### config.mk
export PLATFORM = sky130hd
export DESIGN_NAME = adc_capture_top
export DESIGN_NICKNAME = d
export VERILOG_FILES = /design/src/hdl/adc_pkg.sv /design/src/hdl/capture_cfg_pkg.sv /design/src/hdl/capture_ctrl_if.sv /design/src/hdl/capture_ctrl.sv /design/src/hdl/lane_delay.sv /design/src/hdl/lane_deserializer.sv /design/src/hdl/sample_packer.sv /design/src/hdl/adc_capture_top.sv
export SDC_FILE = /design/constraint.sdc
export NUM_CORES = 2
export LEC_CHECK = 0
export ABC_AREA = 1
export BUFFER_PORTS_ARGS = -buffer_cell sky130_fd_sc_hd__buf_2
export CAP_MARGIN = 30
export CORE_ASPECT_RATIO = 0.8
export CORE_MARGIN = 2
export CORE_UTILIZATION = 60
export DETAILED_ROUTE_END_ITERATION = 16
export GPL_TIMING_DRIVEN = 1
export PLACE_DENSITY = 0.78
export SKIP_LAST_GASP = 1
export SLEW_MARGIN = 20
export SYNTH_ARGS = -nofsm -noshare
export SYNTH_HDL_FRONTEND = slang
export SYNTH_SLANG_ARGS = --single-unit
### constraint.sdc
create_clock -name clk_0 -period 7.1 [get_ports clk_0]
set_clock_uncertainty 0.15 [all_clocks]
set_input_delay 0 -clock clk_0 [delete_from_list [all_inputs] [get_ports clk_0]]
set_output_delay 0 -clock clk_0 [all_outputs]
set_load 0.01 [all_outputs]
### src/hdl/adc_pkg.sv
`default_nettype none

// ---------------------------------------------------------------------------
// ADC word format
// ---------------------------------------------------------------------------
package adc_pkg;

    localparam int ADC_WORD_W = 14;        // One raw word from the converter
    localparam int SAMPLE_W   = 12;        // Sample field, low bits
    localparam int INFO_W     = 2;         // Info field, top bits of the word

    // Field view of a lane word
    typedef struct packed {
        logic [INFO_W-1:0]   info;         // Bits 13:12
        logic [SAMPLE_W-1:0] sample;       // Bits 11:0
    } adc_fields_t;

    // Lanes move raw words; packer reads fields
    typedef union packed {
        logic [ADC_WORD_W-1:0] raw;
        adc_fields_t           fields;
    } adc_word_u;

endpackage

`default_nettype wire

### src/hdl/capture_cfg_pkg.sv
`default_nettype none

// ---------------------------------------------------------------------------
// Capture geometry, fixed by the ADC format
// ---------------------------------------------------------------------------
package capture_cfg_pkg;

    localparam int NUM_LANES        = 4;                       // ADC data lanes
    localparam int FRAME_LEN        = 4;                       // Words per lane per frame
    localparam int LANES_PER_RAIL   = NUM_LANES / 2;           // Lanes 0,1 I; lanes 2,3 Q
    localparam int SAMPLES_PER_RAIL = LANES_PER_RAIL * FRAME_LEN;
    localparam int DELAY_W          = 4;                       // Taps 0 to 15
    localparam int DELAY_DEPTH      = 1 << DELAY_W;            // Delay line length
    localparam int DROP_W           = 16;                      // Dropped frame counter

    // Slot index inside a frame
    typedef logic [$clog2(FRAME_LEN)-1:0] word_idx_t;

endpackage

`default_nettype wire

### src/hdl/capture_ctrl_if.sv
`timescale 1ns/100ps
`default_nettype none

// Control from capture_ctrl out to the datapath blocks
interface capture_ctrl_if
    import capture_cfg_pkg::*;
    ();

    logic [DELAY_W-1:0]   delay_val;       // Registered tap value, common to all lanes
    logic [NUM_LANES-1:0] load_mask;       // Per-lane tap load strobe
    word_idx_t            word_idx;        // Slot for the word presented this cycle
    logic                 word_en;         // Delayed word valid at deserializers
    logic                 capture;         // Frame complete, recapture it
    logic                 out_load;        // Move recaptured frame to output regs

    // Control source
    modport ctrl (
        output delay_val, load_mask, word_idx, word_en, capture, out_load
    );

    // Lane delay lines
    modport delay (input delay_val, load_mask);

    // Lane deserializers
    modport deser (input word_idx, word_en);

    // Recapture and output stage
    modport packer (input capture, out_load);

endinterface

`default_nettype wire

### src/hdl/capture_ctrl.sv
`timescale 1ns/100ps
`default_nettype none

module capture_ctrl
    import capture_cfg_pkg::*;
(
    input  wire logic               clk_0,
    input  wire logic               reset,
    input  wire logic               in_valid,        // ADC word strobe, cannot stall
    input  wire logic [DELAY_W-1:0] dly_val,         // User tap value
    input  wire logic [NUM_LANES-1:0] load_dly,      // User lane load mask
    input  wire logic               out_ready,       // Downstream accepts
    output logic                    out_valid,
    output logic [DROP_W-1:0]       dropped_frames,
    capture_ctrl_if.ctrl            ctrl_bus
);

    localparam word_idx_t LAST_SLOT = word_idx_t'(FRAME_LEN - 1);

    logic [DELAY_W-1:0]   dly_val_r;       // Fanout copy of tap value
    logic [NUM_LANES-1:0] load_mask_r;     // Fanout copy of load mask
    word_idx_t            slot_cnt;        // Slot of the word at the input
    word_idx_t            word_idx_r;      // Slot of the word leaving the delay lines
    logic                 word_en_r;
    logic                 capture_r;
    logic                 pend_r;          // Recaptured frame waiting for load or drop
    logic                 out_load;
    logic                 drop;

    // ------------------------------------------------------------------------
    // Delay command fanout
    // ------------------------------------------------------------------------
    always_ff @(posedge clk_0)
    begin
        if (reset)
        begin
            dly_val_r   <= '0;
            load_mask_r <= '0;
        end
        else
        begin
            dly_val_r   <= dly_val;
            load_mask_r <= load_dly;       // Lanes load one cycle later
        end
    end

    // ------------------------------------------------------------------------
    // Frame slot counter and capture strobe
    // ------------------------------------------------------------------------
    always_ff @(posedge clk_0)
    begin
        if (reset)
        begin
            slot_cnt   <= '0;              // First valid word is slot 0
            word_idx_r <= '0;
            word_en_r  <= 1'b0;
            capture_r  <= 1'b0;
            pend_r     <= 1'b0;
        end
        else
        begin
            if (in_valid)
                slot_cnt <= (slot_cnt == LAST_SLOT) ? '0 : slot_cnt + 1'b1;
            word_en_r  <= in_valid;        // Word shows at delay output next cycle
            word_idx_r <= slot_cnt;
            capture_r  <= word_en_r && (word_idx_r == LAST_SLOT);  // Slot 3 written
            pend_r     <= capture_r;       // Decide one cycle after recapture
        end
    end

    // Load when output is empty or emptying now, else the frame is lost
    assign out_load = pend_r && (!out_valid || out_ready);
    assign drop     = pend_r && out_valid && !out_ready;

    // ------------------------------------------------------------------------
    // Output handshake and drop count
    // ------------------------------------------------------------------------
    always_ff @(posedge clk_0)
    begin
        if (reset)
        begin
            out_valid      <= 1'b0;
            dropped_frames <= '0;
        end
        else
        begin
            if (out_load)
                out_valid <= 1'b1;
            else if (out_ready)
                out_valid <= 1'b0;         // Transfer done, nothing new
            if (drop && (dropped_frames != {DROP_W{1'b1}}))
                dropped_frames <= dropped_frames + 1'b1;  // Saturates
        end
    end

    assign ctrl_bus.delay_val = dly_val_r;
    assign ctrl_bus.load_mask = load_mask_r;
    assign ctrl_bus.word_idx  = word_idx_r;
    assign ctrl_bus.word_en   = word_en_r;
    assign ctrl_bus.capture   = capture_r;
    assign ctrl_bus.out_load  = out_load;

endmodule

`default_nettype wire

### src/hdl/lane_delay.sv
`timescale 1ns/100ps
`default_nettype none

// Loadable delay for one lane, counted in valid words
module lane_delay
    import adc_pkg::*;
    import capture_cfg_pkg::*;
(
    input  wire logic      clk_0,
    input  wire logic      reset,
    input  wire logic      load_en,        // This lane's load_mask bit
    input  wire adc_word_u word_in,        // Raw word from the ADC pins
    input  wire logic      in_valid,
    capture_ctrl_if.delay  ctrl_bus,
    output adc_word_u      word_out        // Word from the selected tap
);

    adc_word_u [DELAY_DEPTH-1:0] line_sr;  // Index 0 is the newest word
    logic [DELAY_W-1:0]          tap;

    // Tap register
    always_ff @(posedge clk_0)
    begin
        if (reset)
            tap <= '0;
        else if (load_en)
            tap <= ctrl_bus.delay_val;     // Takes effect next cycle
    end

    // Shift only on valid words
    always_ff @(posedge clk_0)
    begin
        if (in_valid)
            line_sr <= {line_sr[DELAY_DEPTH-2:0], word_in};
    end

    // Tap 0 gives the word taken on the last valid cycle
    assign word_out = line_sr[tap];

endmodule

`default_nettype wire

### src/hdl/lane_deserializer.sv
`timescale 1ns/100ps
`default_nettype none

// Gathers FRAME_LEN consecutive words of one lane
module lane_deserializer
    import adc_pkg::*;
    import capture_cfg_pkg::*;
(
    input  wire logic      clk_0,
    input  wire logic      reset,
    input  wire adc_word_u word_in,        // From the lane delay line
    capture_ctrl_if.deser  ctrl_bus,
    output adc_word_u [FRAME_LEN-1:0] frame  // Slot 0 earliest, slot 3 latest
);

    // ------------------------------------------------------------------------
    // Slot write
    // ------------------------------------------------------------------------
    always_ff @(posedge clk_0)
    begin
        if (reset)
        begin
            frame <= '0;                   // All slots cleared
        end
        else if (ctrl_bus.word_en)
        begin
            // Slot comes from the common counter, so lanes stay aligned
            frame[ctrl_bus.word_idx] <= word_in;
        end
    end

endmodule

`default_nettype wire

### src/hdl/sample_packer.sv
`timescale 1ns/100ps
`default_nettype none

// Recapture of all lane frames, then split into I/Q samples and info
module sample_packer
    import adc_pkg::*;
    import capture_cfg_pkg::*;
(
    input  wire logic      clk_0,
    input  wire logic      reset,
    input  wire adc_word_u [NUM_LANES-1:0][FRAME_LEN-1:0] lane_frame,
    capture_ctrl_if.packer ctrl_bus,
    output logic [SAMPLES_PER_RAIL-1:0][SAMPLE_W-1:0] sample_i,
    output logic [SAMPLES_PER_RAIL-1:0][INFO_W-1:0]   info_i,
    output logic [SAMPLES_PER_RAIL-1:0][SAMPLE_W-1:0] sample_q,
    output logic [SAMPLES_PER_RAIL-1:0][INFO_W-1:0]   info_q
);

    adc_word_u [NUM_LANES-1:0][FRAME_LEN-1:0] recap;  // Frame held for the load decision

    // ------------------------------------------------------------------------
    // Recapture stage
    // ------------------------------------------------------------------------
    always_ff @(posedge clk_0)
    begin
        if (ctrl_bus.capture)
            recap <= lane_frame;           // Deserializers free to refill
    end

    // ------------------------------------------------------------------------
    // Output registers
    // ------------------------------------------------------------------------
    // Lane l slot t goes to rail index (l mod LANES_PER_RAIL) * FRAME_LEN + t
    always_ff @(posedge clk_0)
    begin
        if (reset)
        begin
            sample_i <= '0;
            info_i   <= '0;
            sample_q <= '0;
            info_q   <= '0;
        end
        else if (ctrl_bus.out_load)
        begin
            for (int l = 0; l < LANES_PER_RAIL; l++)
            begin
                for (int t = 0; t < FRAME_LEN; t++)
                begin
                    // I rail from lanes 0 and 1
                    sample_i[l*FRAME_LEN+t] <= recap[l][t].fields.sample;
                    info_i[l*FRAME_LEN+t]   <= recap[l][t].fields.info;
                    // Q rail from lanes 2 and 3
                    sample_q[l*FRAME_LEN+t] <= recap[l+LANES_PER_RAIL][t].fields.sample;
                    info_q[l*FRAME_LEN+t]   <= recap[l+LANES_PER_RAIL][t].fields.info;
                end
            end
        end
        // Held while out_valid waits for out_ready
    end

endmodule

`default_nettype wire

### src/hdl/adc_capture_top.sv
`timescale 1ns/100ps
`default_nettype none

module adc_capture_top
    import adc_pkg::*;
    import capture_cfg_pkg::*;
(
    input  wire logic                  clk_0,
    input  wire logic                  reset,
    // ADC side
    input  wire adc_word_u [NUM_LANES-1:0] lane_word,   // One raw word per lane
    input  wire logic                  in_valid,
    // Delay control
    input  wire logic [DELAY_W-1:0]    dly_val,
    input  wire logic [NUM_LANES-1:0]  load_dly,        // Lane mask
    // Sample output
    input  wire logic                  out_ready,
    output logic [SAMPLES_PER_RAIL-1:0][SAMPLE_W-1:0] sample_i,
    output logic [SAMPLES_PER_RAIL-1:0][SAMPLE_W-1:0] sample_q,
    output logic [SAMPLES_PER_RAIL-1:0][INFO_W-1:0]   info_i,
    output logic [SAMPLES_PER_RAIL-1:0][INFO_W-1:0]   info_q,
    output logic                       out_valid,
    output logic [DROP_W-1:0]          dropped_frames
);

    adc_word_u [NUM_LANES-1:0]                dly_word;     // Delay line outputs
    adc_word_u [NUM_LANES-1:0][FRAME_LEN-1:0] lane_frame;   // Deserialized frames

    capture_ctrl_if ctrl_bus ();

    // ------------------------------------------------------------------------
    // Control
    // ------------------------------------------------------------------------
    capture_ctrl capture_ctrl_i (
        .clk_0          (clk_0),
        .reset          (reset),
        .in_valid       (in_valid),
        .dly_val        (dly_val),
        .load_dly       (load_dly),
        .out_ready      (out_ready),
        .out_valid      (out_valid),
        .dropped_frames (dropped_frames),
        .ctrl_bus       (ctrl_bus)
    );

    // ------------------------------------------------------------------------
    // Per-lane delay and deserializer
    // ------------------------------------------------------------------------
    for (genvar g = 0; g < NUM_LANES; g++)
    begin : g_lane
        lane_delay lane_delay_i (
            .clk_0    (clk_0),
            .reset    (reset),
            .load_en  (ctrl_bus.load_mask[g]),   // Own bit of the fanout mask
            .word_in  (lane_word[g]),
            .in_valid (in_valid),
            .ctrl_bus (ctrl_bus),
            .word_out (dly_word[g])
        );

        lane_deserializer lane_deserializer_i (
            .clk_0    (clk_0),
            .reset    (reset),
            .word_in  (dly_word[g]),
            .ctrl_bus (ctrl_bus),
            .frame    (lane_frame[g])
        );
    end

    // ------------------------------------------------------------------------
    // Recapture and I/Q split
    // ------------------------------------------------------------------------
    sample_packer sample_packer_i (
        .clk_0      (clk_0),
        .reset      (reset),
        .lane_frame (lane_frame),
        .ctrl_bus   (ctrl_bus),
        .sample_i   (sample_i),
        .info_i     (info_i),
        .sample_q   (sample_q),
        .info_q     (info_q)
    );

endmodule

`default_nettype wire

==> results.yml <==
outcome:
  status: "finished, final reports clean"
place:
  dp_slack_ns: 3.98
  gp_congestion: 0.850
  port_buffers: 308
  hpwl_mm: 87.6
clocking:
  cts_tree: "yes"
  worstSkewPairLatency_ns: 0.78
  cts_buffer_depth: 3
  path_clk_slew_ns: 0.07
  cts_buffers: 151
  cts_setup_buffers: 0
  cts-root-buf: "clkbuf_16"
  cts.sinks: 1616
  htree_levels: 4
synthesis:
  synthXorXnorAreaFrac_pct: 0.0976
  async_flop_share_pct: 0
  synth_common_cells: "1,629 x nand2_1, 1,120 x edfxtp_1, 820 x nor2_1, 790 x nand3_1, 715 x inv_1"
  synth_simple_gate_area_share_pct: 21.0
  yosysSeqAreaShare_pct: 69.3
  ys_types: 24
  ys_top_cells_by_area: "edfxtp_1 54%, dfxtp_1 16%, nand2_1 9.7%"
  synth_area_leader_cell: "edfxtp_1"
  synthMuxAreaShare_pct: 0
  syn-instance-count: 6259
  synth-compound-area-share_pct: 2.87
  syn_nets: 6329
  synth_fa_ha_area_share_pct: 0.0398
  avgSynthCellArea_um2: 10.0
  synth_ff_type: "edfxtp_1"
  yosysMostFrequentCell: "nand2_1"
  synth_top_family_by_area: "simple AND/OR/NAND/NOR gates"
  synth.cell_area_um2: 62800
  synth-seq-cells: 1616
  synth_top_area_share_pct: 53.5
  yosysWarnings: 0
  synth-edff-count: 1120
drt:
  vias: 44066
  drt-initial-drc-count: 5168
  wirelength_mm: 150
  ant_nets: 0
  first_pass_iters: 8
  routedWlPerCell_um: 18.4
  viasPerCell: 5.43
  drc: 0
timing:
  final_max_slew_viol_count: 0
  fin_ws_ns: 3.87
  fin_crit_sh_pct: 45.5
  whs_ns: 0.188
  hold_viol: 0
  min_period_ns: 3.23
  setup_viol: 0
  tightestPinTransition_ns: 1.12
  rsz0062_at_grt: "no"
  final.setup.tns_ns: 0
  fmax_ghz: 0.309
  relSlewSlack_pct: 25.2
worst_setup_path:
  start_kind: "register"
  startpoint: "g_lane[0].lane_delay_i.tap[0]"
  crit_fanout: 69
  r2r-start: "g_lane[0].lane_delay_i.tap[0]"
  arrival_ns: 3.82
  worstSetupPathType: "reg -> reg"
  cp_data_required_time_ns: 7.69
  cp-end-kind: "register"
finish:
  drive_gt1_share_pct: 9.25
  nFillCells: 7504
  final_nets: 6652
  area_growth_pct: 14.2
hold_path:
  hold_start: "in_valid"
  hold_class: "in -> reg"
global_routing:
  grt_pass1_wl_mm: 232
  overflow: 0
  grt_use_total_pct: 27.5
  grt_pass1_vias: 41406
  antenna_found_initial: 3
  grt_max_degree: 179
pwr:
  vdd_drop_max_mv: 0.235
  power_density_nw_per_um2: 280
  p_leak_nw: 30.9
die:
  initial_utilization_pct: 60.4
  rows: 106
  die_area_um2: 107000
  core-area_um2: 104000
  fp.dieH_um: 293
  ios: 309
  die_x_um: 366
flow_run:
  cap_violations: 0
metal layers:
metal	part of all wire [%]	global-route usage (%)	vias to the layer above
li1	-	-	20909
met1	43	40.6	20924
met2	45	41.8	1997
met3	9.2	4.97	236
met4	2.5	8.69	0
met5	0	0	-
registers in the layout (all words and copies together) (netlist names):
register / flops
capture_ctrl_i.ctrl_bus.capture: 1
capture_ctrl_i.ctrl_bus.delay_val: 4
capture_ctrl_i.ctrl_bus.load_mask: 4
capture_ctrl_i.ctrl_bus.word_en: 1
capture_ctrl_i.ctrl_bus.word_idx: 2
capture_ctrl_i.dropped_frames: 16
capture_ctrl_i.out_valid: 1
capture_ctrl_i.pend_r: 1
capture_ctrl_i.slot_cnt: 2
g_lane.lane_delay_i.line_sr: 896
g_lane.lane_delay_i.tap: 16
g_lane.lane_deserializer_i.frame: 224
sample_packer_i.info_i: 16
sample_packer_i.info_q: 16
sample_packer_i.recap: 224
sample_packer_i.sample_i: 96
sample_packer_i.sample_q: 96
what timing repair did:
action / CTS / global route
hold buffers: 134 / 0
hold endpoints to repair: 400 / 0
gates resized for setup: 0 / 0
worst max-delay path, stage by stage, from the launching register on:
cell and delay, ns:
dfxtp_4 0.72, clkinv_2 0.70, buf_4 0.62, nand2_1 0.18
nand3_1 0.09, nand3_1 0.10, nand3_1 0.26, nand3_1 0.21
nand2_1 0.07, inv_1 0.05
cells by family after synthesis:
| logic type | Yosys count |
|---|---|
| buffers and inverters | 1055 |
| AND/OR/NAND/NOR | 3248 |
| adder cells (fa/ha/maj) | 2 |
| flip-flops | 1616 |
| XOR/XNOR | 7 |
| AO/OA/AOI/OAI | 331 |
cells in the final DEF, fill, tap and decap left out, types with 3 or more instances in the layout:
cell type	n
nand2_1	1628
edfxtp_1	1120
nor2_1	820
nand3_1	790
inv_1	710
dfxtp_1	486
buf_2	306
o21ai_0	244
clkbuf_16	160
dlygate4sd3_1	134
o21a_1	56
buf_4	46
clkbuf_1	40
a21oi_1	29
clkinv_2	24
clkbuf_8	22
clkinv_1	20
buf_12	9
bufinv_16	8
inv_6	7
xnor2_1	5
dfxtp_4	5
clkinvlp_4	5
dfxtp_2	5
diode_2	3
nand4_1	3
inv_2	3
nor3_4	3
clkinv_4	3
buf_8	3
buf_16	3
worst paths after layout:
kind	endpoint	slack, ns	depth (start not counted)
max	g_lane[0].lane_deserializer_i.frame[17]	3.87	9
min reg2reg	sample_packer_i.recap[39]	0.27	0
max reg2reg	g_lane[0].lane_deserializer_i.frame[17]	3.87	9
min	g_lane[2].lane_delay_i.line_sr[8]	0.19	2
per-stage QoR:
step / cells / instance area [um^2] / utilization [%] / power (mW)
floorplan: 6259 / 62800 / - / 11.5
finish: 8120 / 71800 / 68.9 / 20.1
detailed placement: 7694 / 65300 / 62.7 / 12.0
global route: 8120 / 71800 / 68.9 / 20.7
global placement: 7690 / 65200 / 62.6 / 12.0
CTS: 8112 / 71700 / 68.8 / 20.2
area by class of cell:
type | count | area, um^2 | area share (%)
Multi-Input combinational cell | 3588 | 15100 | 21.1
Clock buffer | 222 | 4460 | 6.21
Clock inverter | 62 | 564 | 0.786
Sequential cell | 1616 | 43600 | 60.7
Timing Repair Buffer | 502 | 3540 | 4.93
Tap cell | 1404 | 1760 | 2.45
Antenna cell | 3 | 7.51 | 0.0105
Inverter | 723 | 2730 | 3.81
power breakdown:
group	total, mW	switching (mW)	internal, mW
registers	10.7	0.235	10.5
logic	1.21	0.841	0.372
clock network	8.18	3.51	4.67
total	20.1	4.59	15.5
(Power assumes the default switching activity.)
